**src/axi_rd_pkg.sv**
```systemverilog
package axi_rd_pkg;

    //////////////////////////////////////////////////////////////////////
    // field widths
    //////////////////////////////////////////////////////////////////////
    localparam int ADDR_W  = 32;
    localparam int ID_W    = 4;
    localparam int LEN_W   = 4;
    localparam int SIZE_W  = 3;
    localparam int BURST_W = 2;
    localparam int DATA_W  = 32;
    localparam int RESP_W  = 2;

    // AR and R field types
    typedef logic [ADDR_W-1:0]  addr_t;
    typedef logic [ID_W-1:0]    id_t;
    typedef logic [LEN_W-1:0]   len_t;
    typedef logic [SIZE_W-1:0]  size_t;
    typedef logic [BURST_W-1:0] burst_t;
    typedef logic [DATA_W-1:0]  data_t;
    typedef logic [RESP_W-1:0]  resp_t;

    localparam burst_t BURST_INCR = 2'b01;

    localparam resp_t RESP_OKAY   = 2'b00;
    localparam resp_t RESP_DECERR = 2'b11;

    // lowest address bit of the 4K page number
    localparam int PAGE_LSB = 12;

    // one locally answered request
    typedef struct packed {
        id_t  id;
        len_t len;
    } err_rec_t;

endpackage

```
**src/xbar_map_pkg.sv**
```systemverilog
package xbar_map_pkg;

    //////////////////////////////////////////////////////////////////////
    // slave side of the crossbar
    //////////////////////////////////////////////////////////////////////
    localparam int SLV_NB = 3;

    typedef logic [SLV_NB-1:0] slv_vec_t;

    // inclusive address windows, one per slave
    localparam axi_rd_pkg::addr_t SLV_START [SLV_NB] = '{
        32'd0,
        32'd4096,
        32'd8192
    };

    localparam axi_rd_pkg::addr_t SLV_END [SLV_NB] = '{
        32'd4095,
        32'd8191,
        32'd12287
    };

    // slaves this master may reach
    localparam slv_vec_t MST_ROUTES = '1;

    // outstanding locally answered reads
    localparam int ERR_DEPTH = 4;
    localparam int ERR_PTR_W = $clog2(ERR_DEPTH);

endpackage

```
**src/rd_err_if.sv**
```systemverilog
`timescale 1ns/1ps

interface rd_err_if;
    import axi_rd_pkg::*;

    logic     valid;
    logic     ready;
    err_rec_t rec;

    // producer side
    modport src (
        output valid,
        output rec,
        input  ready
    );

    modport snk (
        input  valid,
        input  rec,
        output ready
    );
endinterface

```
**src/ar_decoder.sv**
```systemverilog
`timescale 1ns/1ps

module ar_decoder (
    input  logic                   aclk,
    input  logic                   aresetn,
    input  logic                   i_arvalid,
    output logic                   o_arready,
    input  axi_rd_pkg::addr_t      i_araddr,
    input  axi_rd_pkg::len_t       i_arlen,
    input  axi_rd_pkg::size_t      i_arsize,
    input  axi_rd_pkg::burst_t     i_arburst,
    input  axi_rd_pkg::id_t        i_arid,
    output xbar_map_pkg::slv_vec_t o_s_arvalid,
    input  xbar_map_pkg::slv_vec_t i_s_arready,
    rd_err_if.src                  err_in
);
    import axi_rd_pkg::*;
    import xbar_map_pkg::*;

    slv_vec_t hit;
    addr_t    last_addr;
    logic     cross_4k;
    logic     fwd;

    //////////////////////////////////////////////////////////////////////
    // address decode
    //////////////////////////////////////////////////////////////////////

    // disabled routes never hit
    for (genvar k = 0; k < SLV_NB; k++) begin : g_win
        assign hit[k] = MST_ROUTES[k]
                     && (i_araddr >= SLV_START[k])
                     && (i_araddr <= SLV_END[k]);
    end

    // address of the last byte of the burst
    assign last_addr = i_araddr + (addr_t'(i_arlen) << i_arsize);

    // only INCR bursts walk across pages
    assign cross_4k = (i_arburst == BURST_INCR)
                   && (i_araddr[ADDR_W-1:PAGE_LSB] != last_addr[ADDR_W-1:PAGE_LSB]);

    assign fwd = (|hit) && !cross_4k;

    //////////////////////////////////////////////////////////////////////
    // AR steering
    //////////////////////////////////////////////////////////////////////

    assign o_s_arvalid = {SLV_NB{i_arvalid && fwd}} & hit;

    // error requests are taken as soon as the record fits
    always_comb begin
        o_arready = 1'b0;
        if (i_arvalid) begin
            if (fwd) begin
                o_arready = |(hit & i_s_arready);
            end else begin
                o_arready = err_in.ready;
            end
        end
    end

    // misroute or 4K crossing becomes a record
    assign err_in.valid   = i_arvalid && !fwd;
    assign err_in.rec.id  = i_arid;
    assign err_in.rec.len = i_arlen;

    // windows in the map must not overlap
    a_hit_onehot : assert property (
        @(posedge aclk) disable iff (!aresetn)
        $onehot0(hit)
    ) else $error("address %h hits more than one slave window", i_araddr);

endmodule

```
**src/err_fifo.sv**
```systemverilog
`timescale 1ns/1ps

module err_fifo (
    input  logic  aclk,
    input  logic  aresetn,
    rd_err_if.snk err_in,
    rd_err_if.src err_out
);
    import axi_rd_pkg::*;
    import xbar_map_pkg::*;

    err_rec_t             mem [ERR_DEPTH];
    logic [ERR_PTR_W-1:0] wr_ptr;
    logic [ERR_PTR_W-1:0] rd_ptr;
    logic [ERR_PTR_W:0]   count;
    logic                 push;
    logic                 pop;

    assign push = err_in.valid && err_in.ready;
    assign pop  = err_out.valid && err_out.ready;

    assign err_in.ready  = (count != (ERR_PTR_W + 1)'(ERR_DEPTH));
    assign err_out.valid = (count != '0);
    assign err_out.rec   = mem[rd_ptr];

    //////////////////////////////////////////////////////////////////////
    // storage
    //////////////////////////////////////////////////////////////////////
    always_ff @(posedge aclk) begin
        if (push) begin
            mem[wr_ptr] <= err_in.rec;
        end
    end

    // pointers wrap on their own
    always_ff @(posedge aclk or negedge aresetn) begin
        if (!aresetn) begin
            wr_ptr <= '0;
            rd_ptr <= '0;
        end else begin
            if (push) begin
                wr_ptr <= wr_ptr + 1'b1;
            end
            if (pop) begin
                rd_ptr <= rd_ptr + 1'b1;
            end
        end
    end

    always_ff @(posedge aclk or negedge aresetn) begin
        if (!aresetn) begin
            count <= '0;
        end else begin
            case ({push, pop})
                2'b10:   count <= count + 1'b1;
                2'b01:   count <= count - 1'b1;
                default: count <= count;
            endcase
        end
    end

    a_count_bound : assert property (
        @(posedge aclk) disable iff (!aresetn)
        count <= (ERR_PTR_W + 1)'(ERR_DEPTH)
    ) else $error("error FIFO count %0d above depth", count);

endmodule

```
**src/r_merger.sv**
```systemverilog
`timescale 1ns/1ps

module r_merger (
    input  logic                   aclk,
    input  logic                   aresetn,
    input  xbar_map_pkg::slv_vec_t i_s_rvalid,
    input  xbar_map_pkg::slv_vec_t i_s_rlast,
    input  axi_rd_pkg::id_t        i_s_rid   [xbar_map_pkg::SLV_NB],
    input  axi_rd_pkg::data_t      i_s_rdata [xbar_map_pkg::SLV_NB],
    input  axi_rd_pkg::resp_t      i_s_rresp [xbar_map_pkg::SLV_NB],
    output xbar_map_pkg::slv_vec_t o_s_rready,
    output logic                   o_rvalid,
    input  logic                   i_rready,
    output axi_rd_pkg::id_t        o_rid,
    output axi_rd_pkg::data_t      o_rdata,
    output axi_rd_pkg::resp_t      o_rresp,
    output logic                   o_rlast,
    rd_err_if.snk                  err_out
);
    import axi_rd_pkg::*;
    import xbar_map_pkg::*;

    slv_vec_t grant;
    slv_vec_t last_grant;
    slv_vec_t nxt_grant;
    len_t     beat_cnt;
    logic     err_sel;
    logic     err_last;
    logic     slv_last_hs;

    //////////////////////////////////////////////////////////////////////
    // source selection
    //////////////////////////////////////////////////////////////////////

    // a pending record owns the output whenever no slave is granted
    assign err_sel  = (grant == '0) && err_out.valid;
    assign err_last = (beat_cnt == err_out.rec.len);

    // round robin from the slave after the last one served
    always_comb begin
        int base;
        int idx;
        base      = SLV_NB - 1;
        nxt_grant = '0;
        for (int k = 0; k < SLV_NB; k++) begin
            if (last_grant[k]) begin
                base = k;
            end
        end
        for (int off = 1; off <= SLV_NB; off++) begin
            idx = (base + off) % SLV_NB;
            if (nxt_grant == '0 && i_s_rvalid[idx]) begin
                nxt_grant[idx] = 1'b1;
            end
        end
    end

    assign slv_last_hs = (grant != '0) && o_rvalid && i_rready && o_rlast;

    always_ff @(posedge aclk or negedge aresetn) begin
        if (!aresetn) begin
            grant      <= '0;
            last_grant <= '0;
        end else if (slv_last_hs) begin
            grant <= '0;
        end else if (grant == '0 && !err_out.valid && nxt_grant != '0) begin
            grant      <= nxt_grant;
            last_grant <= nxt_grant;
        end
    end

    // beats of the DECERR burst
    always_ff @(posedge aclk or negedge aresetn) begin
        if (!aresetn) begin
            beat_cnt <= '0;
        end else if (err_sel && i_rready) begin
            beat_cnt <= err_last ? '0 : beat_cnt + 1'b1;
        end
    end

    //////////////////////////////////////////////////////////////////////
    // R channel mux
    //////////////////////////////////////////////////////////////////////
    always_comb begin
        o_rvalid = 1'b0;
        o_rid    = '0;
        o_rdata  = '0;
        o_rresp  = RESP_OKAY;
        o_rlast  = 1'b0;
        if (err_sel) begin
            o_rvalid = 1'b1;
            o_rid    = err_out.rec.id;
            o_rresp  = RESP_DECERR;
            o_rlast  = err_last;
        end else begin
            for (int k = 0; k < SLV_NB; k++) begin
                if (grant[k]) begin
                    o_rvalid = i_s_rvalid[k];
                    o_rid    = i_s_rid[k];
                    o_rdata  = i_s_rdata[k];
                    o_rresp  = i_s_rresp[k];
                    o_rlast  = i_s_rlast[k];
                end
            end
        end
    end

    assign o_s_rready    = grant & {SLV_NB{i_rready}};
    assign err_out.ready = err_sel && i_rready && err_last;

    // at most one slave granted
    a_grant_onehot : assert property (
        @(posedge aclk) disable iff (!aresetn)
        $onehot0(grant)
    ) else $error("more than one R source selected");

    a_r_stable : assert property (
        @(posedge aclk) disable iff (!aresetn)
        o_rvalid && !i_rready |=> o_rvalid && $stable(o_rid) && $stable(o_rdata)
                                 && $stable(o_rresp) && $stable(o_rlast)
    ) else $error("R beat changed while stalled");

endmodule

```
**src/mst_rd_switch.sv**
```systemverilog
`timescale 1ns/1ps

module mst_rd_switch (
    input  logic                   aclk,
    input  logic                   aresetn,

    // master AR
    input  logic                   i_arvalid,
    output logic                   o_arready,
    input  axi_rd_pkg::addr_t      i_araddr,
    input  axi_rd_pkg::id_t        i_arid,
    input  axi_rd_pkg::len_t       i_arlen,
    input  axi_rd_pkg::size_t      i_arsize,
    input  axi_rd_pkg::burst_t     i_arburst,

    // master R
    output logic                   o_rvalid,
    input  logic                   i_rready,
    output axi_rd_pkg::id_t        o_rid,
    output axi_rd_pkg::data_t      o_rdata,
    output axi_rd_pkg::resp_t      o_rresp,
    output logic                   o_rlast,

    // slave AR, fields shared by all slaves
    output xbar_map_pkg::slv_vec_t o_s_arvalid,
    input  xbar_map_pkg::slv_vec_t i_s_arready,
    output axi_rd_pkg::addr_t      o_s_araddr,
    output axi_rd_pkg::id_t        o_s_arid,
    output axi_rd_pkg::len_t       o_s_arlen,
    output axi_rd_pkg::size_t      o_s_arsize,
    output axi_rd_pkg::burst_t     o_s_arburst,

    // slave R
    input  xbar_map_pkg::slv_vec_t i_s_rvalid,
    output xbar_map_pkg::slv_vec_t o_s_rready,
    input  xbar_map_pkg::slv_vec_t i_s_rlast,
    input  axi_rd_pkg::id_t        i_s_rid   [xbar_map_pkg::SLV_NB],
    input  axi_rd_pkg::data_t      i_s_rdata [xbar_map_pkg::SLV_NB],
    input  axi_rd_pkg::resp_t      i_s_rresp [xbar_map_pkg::SLV_NB]
);

    rd_err_if err_in ();
    rd_err_if err_out ();

    assign o_s_araddr  = i_araddr;
    assign o_s_arid    = i_arid;
    assign o_s_arlen   = i_arlen;
    assign o_s_arsize  = i_arsize;
    assign o_s_arburst = i_arburst;

    ar_decoder u_dec (
        .aclk        (aclk),
        .aresetn     (aresetn),
        .i_arvalid   (i_arvalid),
        .o_arready   (o_arready),
        .i_araddr    (i_araddr),
        .i_arlen     (i_arlen),
        .i_arsize    (i_arsize),
        .i_arburst   (i_arburst),
        .i_arid      (i_arid),
        .o_s_arvalid (o_s_arvalid),
        .i_s_arready (i_s_arready),
        .err_in      (err_in.src)
    );

    err_fifo u_fifo (
        .aclk    (aclk),
        .aresetn (aresetn),
        .err_in  (err_in.snk),
        .err_out (err_out.src)
    );

    r_merger u_merger (
        .aclk       (aclk),
        .aresetn    (aresetn),
        .i_s_rvalid (i_s_rvalid),
        .i_s_rlast  (i_s_rlast),
        .i_s_rid    (i_s_rid),
        .i_s_rdata  (i_s_rdata),
        .i_s_rresp  (i_s_rresp),
        .o_s_rready (o_s_rready),
        .o_rvalid   (o_rvalid),
        .i_rready   (i_rready),
        .o_rid      (o_rid),
        .o_rdata    (o_rdata),
        .o_rresp    (o_rresp),
        .o_rlast    (o_rlast),
        .err_out    (err_out.snk)
    );

endmodule

```
**config.mk**
```make
export PLATFORM = sky130hd
export DESIGN_NAME = mst_rd_switch
export DESIGN_NICKNAME = d
export VERILOG_FILES = /design/src/axi_rd_pkg.sv /design/src/xbar_map_pkg.sv /design/src/rd_err_if.sv /design/src/ar_decoder.sv /design/src/err_fifo.sv /design/src/r_merger.sv /design/src/mst_rd_switch.sv
export SDC_FILE = /design/constraint.sdc
export NUM_CORES = 1
export LEC_CHECK = 0
export BUFFER_PORTS_ARGS = -buffer_cell sky130_fd_sc_hd__buf_2
export CORE_MARGIN = 1.5
export CORE_UTILIZATION = 32
export CTS_CLUSTER_DIAMETER = 100
export DETAILED_ROUTE_END_ITERATION = 8
export PLACE_DENSITY = 0.63
export SETUP_SLACK_MARGIN = 0.05
export SYNTH_ARGS = -nofsm -noshare
export SYNTH_HDL_FRONTEND = slang
export SYNTH_SLANG_ARGS = --single-unit
```
**constraint.sdc**
```tcl
create_clock -name aclk -period 2.6 [get_ports aclk]
set_input_delay 0.13 -clock aclk [delete_from_list [all_inputs] [get_ports aclk]]
set_output_delay 0.13 -clock aclk [all_outputs]
set_load 0.05 [all_outputs]
```
==> results of run 1 <==
cell usage after synthesis (all sizes together) (3+ instances only):
master,n,share of area
nand2,64,0.056
buf,53,0.089
o21ai,52,0.061
a22oi,38,0.066
edfxtp,32,0.22
clkbuf,20,0.017
ha,18,0.052
inv,18,0.016
nor2,18,0.016
dfrtp,17,0.099
a21oi,12,0.014
mux2i,12,0.028
nor3,8,0.010
o211ai,8,0.014
a221o,6,0.014
and2,6,0.0087
mux4,6,0.031
nand2b,6,0.0087
nor2b,6,0.0087
nor3b,6,0.010
and3,5,0.0073
nand3,5,0.0058
nand3b,5,0.0087
nor4,5,0.0087
xnor2,5,0.010
xor2,5,0.010
a31oi,3,0.0044
mux2,3,0.0079
nand4,3,0.0044
nor4b,3,0.0061
or2,3,0.0044
per-layer routing:
metal / vias up / global-route usage / part of all wire
met5: - / 0 / 0
met4: 0 / 0.1122 / 0.056
met3: 38 / 0.03352 / 0.061
met2: 195 / 0.3547 / 0.50
met1: 2176 / 0.2074 / 0.38
li1: 2262 / - / -
critical path, cell delays in order:
cell                        delay, ns
sky130_fd_sc_hd__buf_8           0.10
sky130_fd_sc_hd__mux2_4          0.29
sky130_fd_sc_hd__nand2_2         0.07
sky130_fd_sc_hd__o21ai_2         0.05
sky130_fd_sc_hd__and2_1          0.15
sky130_fd_sc_hd__ha_1            0.27
sky130_fd_sc_hd__nand4_1         0.14
sky130_fd_sc_hd__buf_4           0.19
sky130_fd_sc_hd__a2111oi_4       0.21
sky130_fd_sc_hd__o21a_1          0.25
sky130_fd_sc_hd__nor4_4          0.07
sky130_fd_sc_hd__or2_1           0.26
sky130_fd_sc_hd__ha_4            0.17
sky130_fd_sc_hd__inv_2           0.05
sky130_fd_sc_hd__fa_2            0.43
sky130_fd_sc_hd__o21ai_2         0.14
stage by stage:
| stage | setup WS [ns] | cell area [sq um] | hold slack (ns) | utilization |
|---|---|---|---|---|
| after floorplan | -0.3891 | 4412 | -0.1656 | - |
| after detailed placement | -0.5435 | 5762 | 0.08974 | 0.4368 |
| after global placement | -0.4630 | 5762 | 0.09099 | 0.4368 |
| final | -0.1504 | 6170 | 0.06981 | 0.4677 |
| after global routing | -0.2586 | 6170 | 0.07059 | 0.4677 |
| after CTS | -0.09467 | 6070 | 0.06833 | 0.4602 |
power groups by stage:
| stage | Sequential, mW | Combinational, mW | Clock (mW) |
|---|---|---|---|
| floorplan | 1.17 | 3.61 | 0 |
| global route | 1.25 | 5.24 | 0.716 |
| detailed placement | 1.24 | 4.74 | 0 |
| global placement | 1.22 | 4.66 | 0 |
| finish | 1.22 | 4.91 | 0.666 |
| CTS | 1.22 | 4.80 | 0.683 |
state kept, by name, indices dropped and copies added (netlist names):
| name | cells |
|---|---|
| u_merger.last_grant | 3 |
| u_fifo.wr_ptr | 2 |
| u_fifo.rd_ptr | 2 |
| u_merger.beat_cnt | 4 |
| u_fifo.mem | 32 |
| u_fifo.count | 3 |
| u_merger.grant | 3 |
how the worst max path moves through the flow:
stage | start | to | slack, ns | cells past startpoint
detailed placement | i_arsize[0] | u_fifo.count[2]$_DFFE_PN0P_ | -0.54 | 16
global route | i_arsize[1] | u_fifo.count[1]$_DFFE_PN0P_ | -0.26 | 16
finish | i_arsize[1] | u_fifo.count[1]$_DFFE_PN0P_ | -0.15 | 16
CTS | i_arsize[1] | u_fifo.count[1]$_DFFE_PN0P_ | -0.09 | 16
global placement | i_arsize[1] | u_fifo.count[2]$_DFFE_PN0P_ | -0.46 | 17
floorplan | i_arsize[0] | u_fifo.count[2]$_DFFE_PN0P_ | -0.39 | 16
area by class of cell:
cell class              count  share of cell area
clock buffers               5             0.02028
clock inverters             3            0.004664
inverters                  18             0.01095
multi-input cells         348              0.4236
flip-flops and latches     49              0.2249
well taps                 176             0.03569
repair buffers            309              0.2799
kinds of logic after synthesis:
family          after synthesis  share of synthesized area
compound gates              144                     0.2240
simple gates                154                     0.1871
flops                        49                     0.3224
buf+inv                      91                     0.1219
mux                          21                    0.06721
xor+xnor                     10                    0.02037
fa+ha+maj                    19                    0.05703
timing repair:
| action | CTS | global route |
|---|---|---|
| pin swaps | 15 | 7 |
| endpoints found under the setup margin | 39 | 40 |
| buffers inserted | 5 | 2 |
| hold endpoints to repair | 17 | 0 |
| gates resized for setup | 31 | 20 |
| hold buffers | 1 | 0 |
==> results.sh, run 1 <==
export IMPL_critPathRequiredTime_ns=2.82
export IMPL_ctsHtreeMaxLevel=2
export IMPL_switching_share=0.5683
export IMPL_worstHoldPathType="input port to flop"
export IMPL_top_level_ports=264
export IMPL_hold_end="u_fifo.mem[1][4]$_DFFE_PP_"
export IMPL_root_buffer="sky130_fd_sc_hd__clkbuf_16"
export IMPL_report_final_setup_viol=2
export IMPL_failed_checks="negative setup slack"
export IMPL_timing_final_crit_share=1.058
export IMPL_worst_skew_late_latency_ns=0.29
export IMPL_worst_clock_skew_ns=0.005131
export IMPL_synth_warnings=0
export IMPL_max_slew_worst_pin_slew_ns=0.6801
export IMPL_final_critical_path_setup_slack_ns=-0.1504
export IMPL_layout_common_cells="sky130_fd_sc_hd__buf_2 (256), sky130_fd_sc_hd__nand2_1 (63), sky130_fd_sc_hd__buf_4 (41)"
export IMPL_num_vias=4671
export IMPL_number_of_nets_still_failing_antenna_checks_after_routing=0
export IMPL_crit_arrival_ns=2.97
export IMPL_power_frac_seq=0.180
export IMPL_drt_initial_drc_count=236
export IMPL_synthCells=488
export IMPL_slew_viol_final=0
export IMPL_post_route_drc=0
export IMPL_regArea_sq_um=1388
export IMPL_multi_input_area_sq_um=2614
export IMPL_power_density_nw_per_um2=1102
export IMPL_hold_start="i_arid[0]"
export IMPL_max_clock_path_buffers=2
export IMPL_io_buffer_count=263
export IMPL_r2r_cells=11
export IMPL_cp_launch_type="input port"
export IMPL_drt_first_pass_iters=7
export IMPL_ys_seq_area_frac=0.3224
export IMPL_flow_area_growth_from_synthesis_pct=43.47
export IMPL_fill_cells=1277
export IMPL_synth_distinct_cells=65
export IMPL_grt_antenna_before_repair=0
export IMPL_share_comb_of_total_power=0.722
export IMPL_route_detailed_vias_per_inst=5.144
export IMPL_final_cell_count_no_fill=908
export IMPL_path_clk_slew_ns=0.07
export IMPL_total_switching_power_mw=3.862
export IMPL_ir_worst_vdd_v=0.0003610
export IMPL_crit_reg2reg_capture="u_fifo.count[2]$_DFFE_PN0P_"
export IMPL_fin_crit_ns=2.750
export IMPL_setup_worst_path_end_class="flop"
export IMPL_average_routed_wire_per_standard_cell_microns=15.98
export IMPL_design_die_area_sq_um=14140
export IMPL_design_core_area_sq_um=13190
export IMPL_place_gp_congestion=0.8396
export IMPL_drt_total_wl_mm=14.51
export IMPL_floorplan_die_width_microns=118.9
export IMPL_layout_commonest_cell="sky130_fd_sc_hd__buf_2"
export IMPL_synth_fp_nets=679
export IMPL_grt_overflow_total=0
export IMPL_postSynth_asyncResetShare=0.3469
export IMPL_final_layout_size_suffix_gt1_frac=0.4918
export IMPL_grt_total_usage=0.1930
export IMPL_hold_violations_final=0
export IMPL_core_rowCount=42
export IMPL_syn_area_per_cell_sq_um=8.812
export IMPL_start_util=0.3260
export IMPL_totalPowerFinal_mw=6.797
export IMPL_cellLeakagePower_nw=2.837
export IMPL_share_of_power_burned_in_the_clock_network=0.098
export IMPL_r2r_start="u_fifo.rd_ptr[0]$_DFFE_PN0P_"
export IMPL_unrepaired_setup_endpoints_after_global_routing="yes"
export IMPL_fin_setup_tns_ns=-0.2834
export IMPL_internal_power_mw=2.934
export IMPL_synth_ff_type="sky130_fd_sc_hd__edfxtp_1"
export IMPL_timing_setup_critical_path_class="input port to flop"
export IMPL_relSlewSlack=0.5466
export IMPL_die_h_microns=118.9
export IMPL_ff2ff_setup_slack_ns=0.17
export IMPL_edff_count_synth=32
export IMPL_pin_count_of_the_biggest_net_entering_global_routing=82
export IMPL_postSynthRegisterBits=49
export IMPL_first_global_vias=4560
export IMPL_detailedPlacementHpwl_mm=11.43
export IMPL_max_cap_violations=0
export IMPL_cts_inserted_buffers=5
export IMPL_grt_pass1_wl_mm=21.96
export IMPL_tritoncts="built"
export IMPL_clock_fmax_ghz=0.3636
export IMPL_antenna_diode_count=0
export IMPL_critical_path_peak_fanout=3
export IMPL_mappedNetlistArea_sq_um=4300
export IMPL_number_of_nets_in_the_finished_design=922
export IMPL_holdPathStages=1
export IMPL_place_inst=893
export IMPL_number_of_sinks_driven_by_the_clock_tree=49
export IMPL_run_status="finished, violations left"
Note: power is estimated with default switching activity, not from simulation.
==> inputs of run 2 (changes only) <==
--- a/config.mk
+++ b/config.mk
@@ -14,4 +14,5 @@
 export SETUP_SLACK_MARGIN = 0.05
 export SYNTH_ARGS = -nofsm -noshare
 export SYNTH_HDL_FRONTEND = slang
+export SYNTH_HIERARCHICAL = 1
 export SYNTH_SLANG_ARGS = --single-unit
==> run 2 against run 1 <==
  * The flow still finishes with violations (negative setup slack)
  * Synthesized cell count decreased by 6.1%
  * Routed wire length decreased by 10%
  * Power decreased by 1.3%
  * Largest power group unchanged
  * Highest routed layer unchanged
==> results.sh, run 2 <==
export IMPL_run_status="finished, violations left"
export IMPL_failed_checks="negative setup slack"
export IMPL_switching_share=0.5579
export IMPL_path_clk_slew_ns=0.06
export IMPL_place_inst=846
export IMPL_share_comb_of_total_power=0.713
export IMPL_clock_fmax_ghz=0.3550
export IMPL_r2r_cells=11
export IMPL_share_of_power_burned_in_the_clock_network=0.100
export IMPL_number_of_nets_in_the_finished_design=879
export IMPL_holdPathStages=1
export IMPL_drt_initial_drc_count=175
export IMPL_power_frac_seq=0.187
export IMPL_layout_common_cells="sky130_fd_sc_hd__buf_2 (256), sky130_fd_sc_hd__nand2_1 (56), sky130_fd_sc_hd__o21ai_0 (42)"
export IMPL_final_critical_path_setup_slack_ns=-0.2170
export IMPL_slew_viol_final=0
export IMPL_drt_first_pass_iters=5
export IMPL_cts_inserted_buffers=5
export IMPL_final_layout_size_suffix_gt1_frac=0.5370
export IMPL_hold_end="u_fifo/mem[2][4]$_DFFE_PP_"
export IMPL_max_clock_path_buffers=2
export IMPL_number_of_sinks_driven_by_the_clock_tree=49
export IMPL_critical_path_n_buffers_inverters=1
export IMPL_largest_register_ffs=32
export IMPL_detailed_place_area_sq_um=5547
export IMPL_hold_violations_final=0
export IMPL_cp_launch_type="flop"
export IMPL_top_level_ports=264
export IMPL_timing_setup_critical_path_class="flop to flop"
export IMPL_crit_path_frequent_cell="sky130_fd_sc_hd__xor2_1"
export IMPL_finished_core_util=0.4599
export IMPL_internal_power_mw=2.967
export IMPL_tritoncts="built"
export IMPL_critical_path_cell_chain="mux4_2 -> xor2_1 -> nor4_2 -> and3_1 -> o31a_2 -> ha_4 -> inv_2 -> fa_2 -> xor2_1 -> nor2_1 -> xor2_1"
export IMPL_pin_count_of_the_biggest_net_entering_global_routing=85
export IMPL_unrepaired_setup_endpoints_after_global_routing="yes"
export IMPL_worst_skew_late_latency_ns=0.29
export IMPL_synth_fp_nets=649
export IMPL_core_rowCount=41
export IMPL_report_final_setup_viol=2
export IMPL_worstHoldPathType="input port to flop"
export IMPL_max_cap_violations=0
export IMPL_yosys_top_cells_area="sky130_fd_sc_hd__edfxtp_1 (23%), sky130_fd_sc_hd__dfrtp_1 (10%), sky130_fd_sc_hd__buf_4 (9.4%), sky130_fd_sc_hd__a22oi_1 (6.5%), sky130_fd_sc_hd__o21ai_0 (5.4%)"
export IMPL_synth_area_leader_cell="sky130_fd_sc_hd__edfxtp_1"
export IMPL_edff_count_synth=32
export IMPL_fin_setup_tns_ns=-0.2576
export IMPL_synthCells=458
export IMPL_grt_overflow_total=0
export IMPL_synth_distinct_cells=70
export IMPL_setup_worst_path_end_class="flop"
export IMPL_fill_cells=1221
export IMPL_postLayoutCellArea_sq_um=5874
export IMPL_total_switching_power_mw=3.744
export IMPL_flow_area_growth_from_synthesis_pct=38.33
export IMPL_grt_antenna_before_repair=0
export IMPL_critical_path_peak_fanout=6
export IMPL_drt_total_wl_mm=13.05
export IMPL_worst_path_max_delay_cell="sky130_fd_sc_hd__mux4_2"
export IMPL_grt_pass1_wl_mm=20.52
export IMPL_num_vias=4335
export IMPL_largest_register="u_fifo/mem"
export IMPL_floorplan_die_width_microns=118.2
export IMPL_design_die_area_sq_um=13970
export IMPL_critPathRequiredTime_ns=2.81
export IMPL_postSynthRegisterBits=49
export IMPL_totalPowerFinal_mw=6.711
export IMPL_worst_clock_skew_ns=0.007640
export IMPL_relSlewSlack=0.5422
export IMPL_layout_commonest_cell="sky130_fd_sc_hd__buf_2"
export IMPL_ctsHtreeMaxLevel=2
export IMPL_design_core_area_sq_um=12770
export IMPL_number_of_nets_still_failing_antenna_checks_after_routing=0
export IMPL_ir_worst_vdd_v=0.0004572
export IMPL_r2r_start="u_fifo/rd_ptr[0]$_DFFE_PN0P_"
export IMPL_detailedPlacementHpwl_mm=10.63
export IMPL_power_density_nw_per_um2=1142
export IMPL_worst_path_dominant_cell_family="simple AND/OR/NAND/NOR gates"
export IMPL_crit_reg2reg_capture="u_fifo/count[2]$_DFFE_PN0P_"
export IMPL_root_buffer="sky130_fd_sc_hd__clkbuf_16"
export IMPL_synth_ff_type="sky130_fd_sc_hd__edfxtp_1"
export IMPL_die_h_microns=118.2
export IMPL_route_detailed_vias_per_inst=5.035
export IMPL_synth_top_cells_by_count="sky130_fd_sc_hd__nand2_1 (58), sky130_fd_sc_hd__buf_4 (53), sky130_fd_sc_hd__o21ai_0 (46)"
export IMPL_place_gp_congestion=0.8847
export IMPL_timing_hold_ws_ns=0.06944
export IMPL_share_of_the_synthesized_area_in_the_top_cell_type=0.2263
export IMPL_mappedNetlistArea_sq_um=4247
export IMPL_postSynth_asyncResetShare=0.3469
export IMPL_fin_crit_ns=2.817
export IMPL_final_cell_count_no_fill=861
export IMPL_ff2ff_setup_slack_ns=-0.22
export IMPL_synth_warnings=6
export IMPL_start_util=0.3325
export IMPL_crit_arrival_ns=3.03
export IMPL_first_global_vias=4166
export IMPL_max_slew_worst_pin_slew_ns=0.6867
export IMPL_post_route_drc=0
export IMPL_antenna_diode_count=0
export IMPL_io_buffer_count=263
export IMPL_ys_seq_area_frac=0.3265
export IMPL_hold_start="i_arid[0]"
export IMPL_grt_total_usage=0.1785
export IMPL_timing_final_crit_share=1.083
export IMPL_cellLeakagePower_nw=2.751
export IMPL_detailedPlace_worstSlack_ns=-0.5532
export IMPL_syn_area_per_cell_sq_um=9.272
export IMPL_yosys_cell_count_top_type="sky130_fd_sc_hd__nand2_1"
export IMPL_average_routed_wire_per_standard_cell_microns=15.16
export IMPL_layout_top_registers="u_fifo/mem: 32 flops, u_merger/beat_cnt: 4 flops"
export IMPL_max_stage_delay_ns=0.53
==> run 2: how the worst max path moves through the flow <==
stage | from | endpoint | slack [ns] | depth (start not counted)
2_1_floorplan | i_arsize[0] | u_fifo/count[2]$_DFFE_PN0P_ | -0.33 | 19
3_3_place_gp | i_arsize[0] | u_fifo/count[2]$_DFFE_PN0P_ | -0.45 | 19
3_5_place_dp | i_arsize[1] | u_fifo/count[2]$_DFFE_PN0P_ | -0.55 | 21
4_1_cts | u_fifo/rd_ptr[0]$_DFFE_PN0P_ | u_fifo/count[2]$_DFFE_PN0P_ | -0.22 | 11
5_1_grt | u_fifo/rd_ptr[0]$_DFFE_PN0P_ | u_fifo/count[2]$_DFFE_PN0P_ | -0.33 | 11
6_report | u_fifo/rd_ptr[0]$_DFFE_PN0P_ | u_fifo/count[2]$_DFFE_PN0P_ | -0.22 | 11
==> run 2: repair_timing <==
| action | CTS | global route |
|---|---|---|
| endpoints found under the hold margin | 17 | 0 |
| setup endpoints to repair | 5 | 7 |
| gates resized for setup | 20 | 15 |
| buffers inserted | 5 | 2 |
| hold buffers | 1 | 0 |
| pin swaps | 21 | 8 |
==> run 2: logic make-up (layout without fill, tap and decap cells) <==
family / count (synthesis) / in the layout / synth area share
flip-flops: 49 / 49 / 0.3265
AO/OA/AOI/OAI: 127 / 127 / 0.2110
multiplexers: 19 / 19 / 0.07042
adder cells (fa/ha/maj): 19 / 19 / 0.05775
AND/OR/NAND/NOR: 141 / 141 / 0.1762
buffers and inverters: 93 / 324 / 0.1376
XOR/XNOR: 10 / 10 / 0.02063
==> run 2: final cells by class <==
cell class / count / area, sq um / share of cell area
Inverter: 15 / 61.31 / 0.01044
Clock buffer: 7 / 153.9 / 0.02620
Sequential cell: 49 / 1389 / 0.2364
Clock inverter: 1 / 5.005 / 0.0008520
Multi-Input combinational cell: 316 / 2402 / 0.4089
Timing Repair Buffer: 301 / 1648 / 0.2805
Tap cell: 172 / 215.2 / 0.03663
==> run 2: power groups by stage <==
stage	clock, mW	combinational, mW	sequential (mW)
floorplan	0	3.64	1.21
global placement	0	4.64	1.26
detailed placement	0	4.71	1.27
CTS	0.683	4.78	1.26
global route	0.719	5.12	1.29
finish	0.673	4.78	1.25
==> run 2: routing by layer <==
layer | share of wire | vias up | global-route usage
li1 | - | 2094 | -
met1 | 0.37 | 2015 | 0.1980
met2 | 0.52 | 202 | 0.3387
met3 | 0.072 | 24 | 0.03282
met4 | 0.030 | 0 | 0.06098
met5 | 0 | - | 0
==> inputs of run 3 (changes only) <==
--- a/config.mk
+++ b/config.mk
@@ -6,6 +6,7 @@
 export NUM_CORES = 1
 export LEC_CHECK = 0
 export BUFFER_PORTS_ARGS = -buffer_cell sky130_fd_sc_hd__buf_2
+export CORE_ASPECT_RATIO = 0.6
 export CORE_MARGIN = 1.5
 export CORE_UTILIZATION = 32
 export CTS_CLUSTER_DIAMETER = 100
==> run 3 against run 2 <==
  * Design area up 0.36%
  * Non-clock buffer count up 4
  * Register-to-register slack worse by 0.09 ns
  * Routed wire length up 1.7%
  * Critical endpoint unchanged
  * Combinational power about the same
  * The flow still finishes with violations (negative setup slack)
  * Clock-buffer cell count down 1
  * Critical path depth up 1
  * Global-route usage up 0.36 points
==> results.sh, run 3 (synthesized netlist as in run 2, its figures left out) <==
export IMPL_timing_setup_critical_path_class="flop to flop"
export IMPL_start_util=0.3294
export IMPL_final_critical_path_setup_slack_ns=-0.3101
export IMPL_floorplan_die_width_microns=151.7
export IMPL_failed_checks="negative setup slack"
export IMPL_detailedPlacementHpwl_mm=10.54
export IMPL_core_rowCount=32
export IMPL_max_cap_violations=0
export IMPL_max_slew_worst_pin_slew_ns=0.6927
export IMPL_fin_crit_ns=2.910
export IMPL_design_core_area_sq_um=12890
export IMPL_drt_total_wl_mm=13.27
export IMPL_critical_path_peak_fanout=4
export IMPL_share_of_power_burned_in_the_clock_network=0.092
export IMPL_grt_antenna_before_repair=0
export IMPL_detailed_place_area_sq_um=5529
export IMPL_power_frac_seq=0.187
export IMPL_largest_register_ffs=32
export IMPL_ctsHtreeMaxLevel=2
export IMPL_grt_pass1_wl_mm=20.03
export IMPL_switching_share=0.5607
export IMPL_final_layout_size_suffix_gt1_frac=0.5339
export IMPL_slew_viol_final=0
export IMPL_cp_launch_type="flop"
export IMPL_number_of_nets_still_failing_antenna_checks_after_routing=0
export IMPL_report_final_setup_viol=5
export IMPL_worst_clock_skew_ns=0.007109
export IMPL_layout_common_cells="sky130_fd_sc_hd__buf_2 (256), sky130_fd_sc_hd__nand2_1 (57), sky130_fd_sc_hd__buf_4 (41), sky130_fd_sc_hd__o21ai_0 (41), sky130_fd_sc_hd__a22oi_1 (37)"
export IMPL_crit_arrival_ns=3.12
export IMPL_grt_total_usage=0.1821
export IMPL_drt_initial_drc_count=291
export IMPL_relSlewSlack=0.5382
export IMPL_pin_count_of_the_biggest_net_entering_global_routing=85
export IMPL_max_clock_path_buffers=2
export IMPL_path_clk_slew_ns=0.06
export IMPL_tritoncts="built"
export IMPL_layout_top_registers="u_fifo/mem: 32 flops, u_merger/beat_cnt: 4 flops"
export IMPL_average_routed_wire_per_standard_cell_microns=15.38
export IMPL_die_h_microns=92.23
export IMPL_worstHoldPathType="input port to flop"
export IMPL_timing_final_crit_share=1.119
export IMPL_final_cell_count_no_fill=863
export IMPL_internal_power_mw=2.924
export IMPL_worst_skew_late_latency_ns=0.29
export IMPL_worstSetupStartpoint="u_fifo/rd_ptr[0]$_DFFE_PN0P_"
export IMPL_detailedPlace_worstSlack_ns=-0.6630
export IMPL_fin_setup_tns_ns=-0.5958
export IMPL_first_global_vias=3996
export IMPL_timing_hold_ws_ns=0.06744
export IMPL_drt_first_pass_iters=5
export IMPL_hold_start="i_arid[2]"
export IMPL_grt_overflow_total=0
export IMPL_largest_register="u_fifo/mem"
export IMPL_clock_fmax_ghz=0.3436
export IMPL_place_inst=842
export IMPL_total_switching_power_mw=3.732
export IMPL_hold_violations_final=0
export IMPL_r2r_start="u_fifo/rd_ptr[0]$_DFFE_PN0P_"
export IMPL_critPathRequiredTime_ns=2.81
export IMPL_postLayoutCellArea_sq_um=5896
export IMPL_place_gp_congestion=0.8410
export IMPL_top_level_ports=264
export IMPL_cellLeakagePower_nw=2.771
export IMPL_route_detailed_vias_per_inst=5.075
export IMPL_ir_worst_vdd_v=0.0006322
export IMPL_number_of_sinks_driven_by_the_clock_tree=49
export IMPL_io_buffer_count=263
export IMPL_root_buffer="sky130_fd_sc_hd__clkbuf_16"
export IMPL_design_die_area_sq_um=13990
export IMPL_setup_worst_path_end_class="flop"
export IMPL_layout_commonest_cell="sky130_fd_sc_hd__buf_2"
export IMPL_cts_inserted_buffers=5
export IMPL_post_route_drc=0
export IMPL_power_density_nw_per_um2=1129
export IMPL_flow_area_growth_from_synthesis_pct=38.83
export IMPL_run_status="finished, violations left"
export IMPL_num_vias=4380
export IMPL_unrepaired_setup_endpoints_after_global_routing="yes"
export IMPL_number_of_nets_in_the_finished_design=883
export IMPL_antenna_diode_count=0
export IMPL_share_comb_of_total_power=0.721
[run 3: changes by cell type in the layout (fill, tap and decap cells not counted), moves of 2 or more]
| cell | change |
|---|---|
| sky130_fd_sc_hd__o21ai_2 | -2 |
| sky130_fd_sc_hd__buf_4 | +3 |
| sky130_fd_sc_hd__nand2_2 | -2 |
| sky130_fd_sc_hd__o21ai_1 | +2 |
[run 3: routing by layer]
layer	GRT usage	vias up	part of all wire
met1	0.2674	2097	0.46
li1	-	2104	-
met2	0.2764	167	0.47
met3	0.03483	12	0.057
met4	0.03686	0	0.011
met5	0	-	0
[run 3: area by class of cell]
| type | count | area (sq um) |
|---|---|---|
| Clock buffer | 6 | 128.9 |
| Clock inverter | 2 | 10.01 |
| Fill cell | 1231 | 6997 |
| Inverter | 15 | 61.31 |
| Multi-Input combinational cell | 316 | 2407 |
| Sequential cell | 49 | 1389 |
| Tap cell | 170 | 212.7 |
| Timing Repair Buffer | 305 | 1687 |
[run 3: worst paths after layout]
path	end	slack, ns	depth (start not counted)
setup / recovery	u_fifo/count[2]$_DFFE_PN0P_	-0.31	12
hold / removal	u_fifo/mem[2][6]$_DFFE_PP_	0.07	1
setup reg to reg	u_fifo/count[2]$_DFFE_PN0P_	-0.31	12
hold reg to reg	u_fifo/count[2]$_DFFE_PN0P_	0.51	1
max in group asynchronous	u_merger/grant[2]$_DFFE_PN0P_	1.97	2
min in group asynchronous	u_fifo/rd_ptr[1]$_DFFE_PN0P_	0.32	2
[run 3: timing repair]
item | in CTS | in global routing
setup endpoints to repair | 6 | 12
hold buffers | 1 | 0
resized for setup | 21 | 16
pin swaps | 15 | 8
setup buffers | 8 | 4
endpoints found under the hold margin | 17 | 0
[run 3: critical path, cell delays in order (launching register included)]
cell and delay [ns]:
sky130_fd_sc_hd__dfrtp_2 0.39, sky130_fd_sc_hd__buf_4 0.14, sky130_fd_sc_hd__mux4_2 0.53, sky130_fd_sc_hd__xor2_1 0.17
sky130_fd_sc_hd__nor4_2 0.28, sky130_fd_sc_hd__and3_1 0.19, sky130_fd_sc_hd__o31a_2 0.18, sky130_fd_sc_hd__ha_4 0.14
sky130_fd_sc_hd__inv_2 0.03, sky130_fd_sc_hd__fa_2 0.32, sky130_fd_sc_hd__xor2_1 0.17, sky130_fd_sc_hd__nor2_1 0.12
sky130_fd_sc_hd__xor2_1 0.16
[run 3: power groups by stage]
stage | registers [mW] | logic (mW) | clock network [mW]
floorplan | 1.21 | 3.64 | 0
global route | 1.27 | 5.13 | 0.662
global placement | 1.25 | 4.61 | 0
CTS | 1.25 | 4.72 | 0.635
detailed placement | 1.26 | 4.68 | 0
finish | 1.24 | 4.80 | 0.614
[run 3: per-stage QoR]
stage	total power, mW	utilization
2_1_floorplan	4.848	-
3_3_place_gp	5.859	0.4289
3_5_place_dp	5.941	0.4289
4_1_cts	6.606	0.4498
5_1_grt	7.069	0.4573
6_report	6.656	0.4573
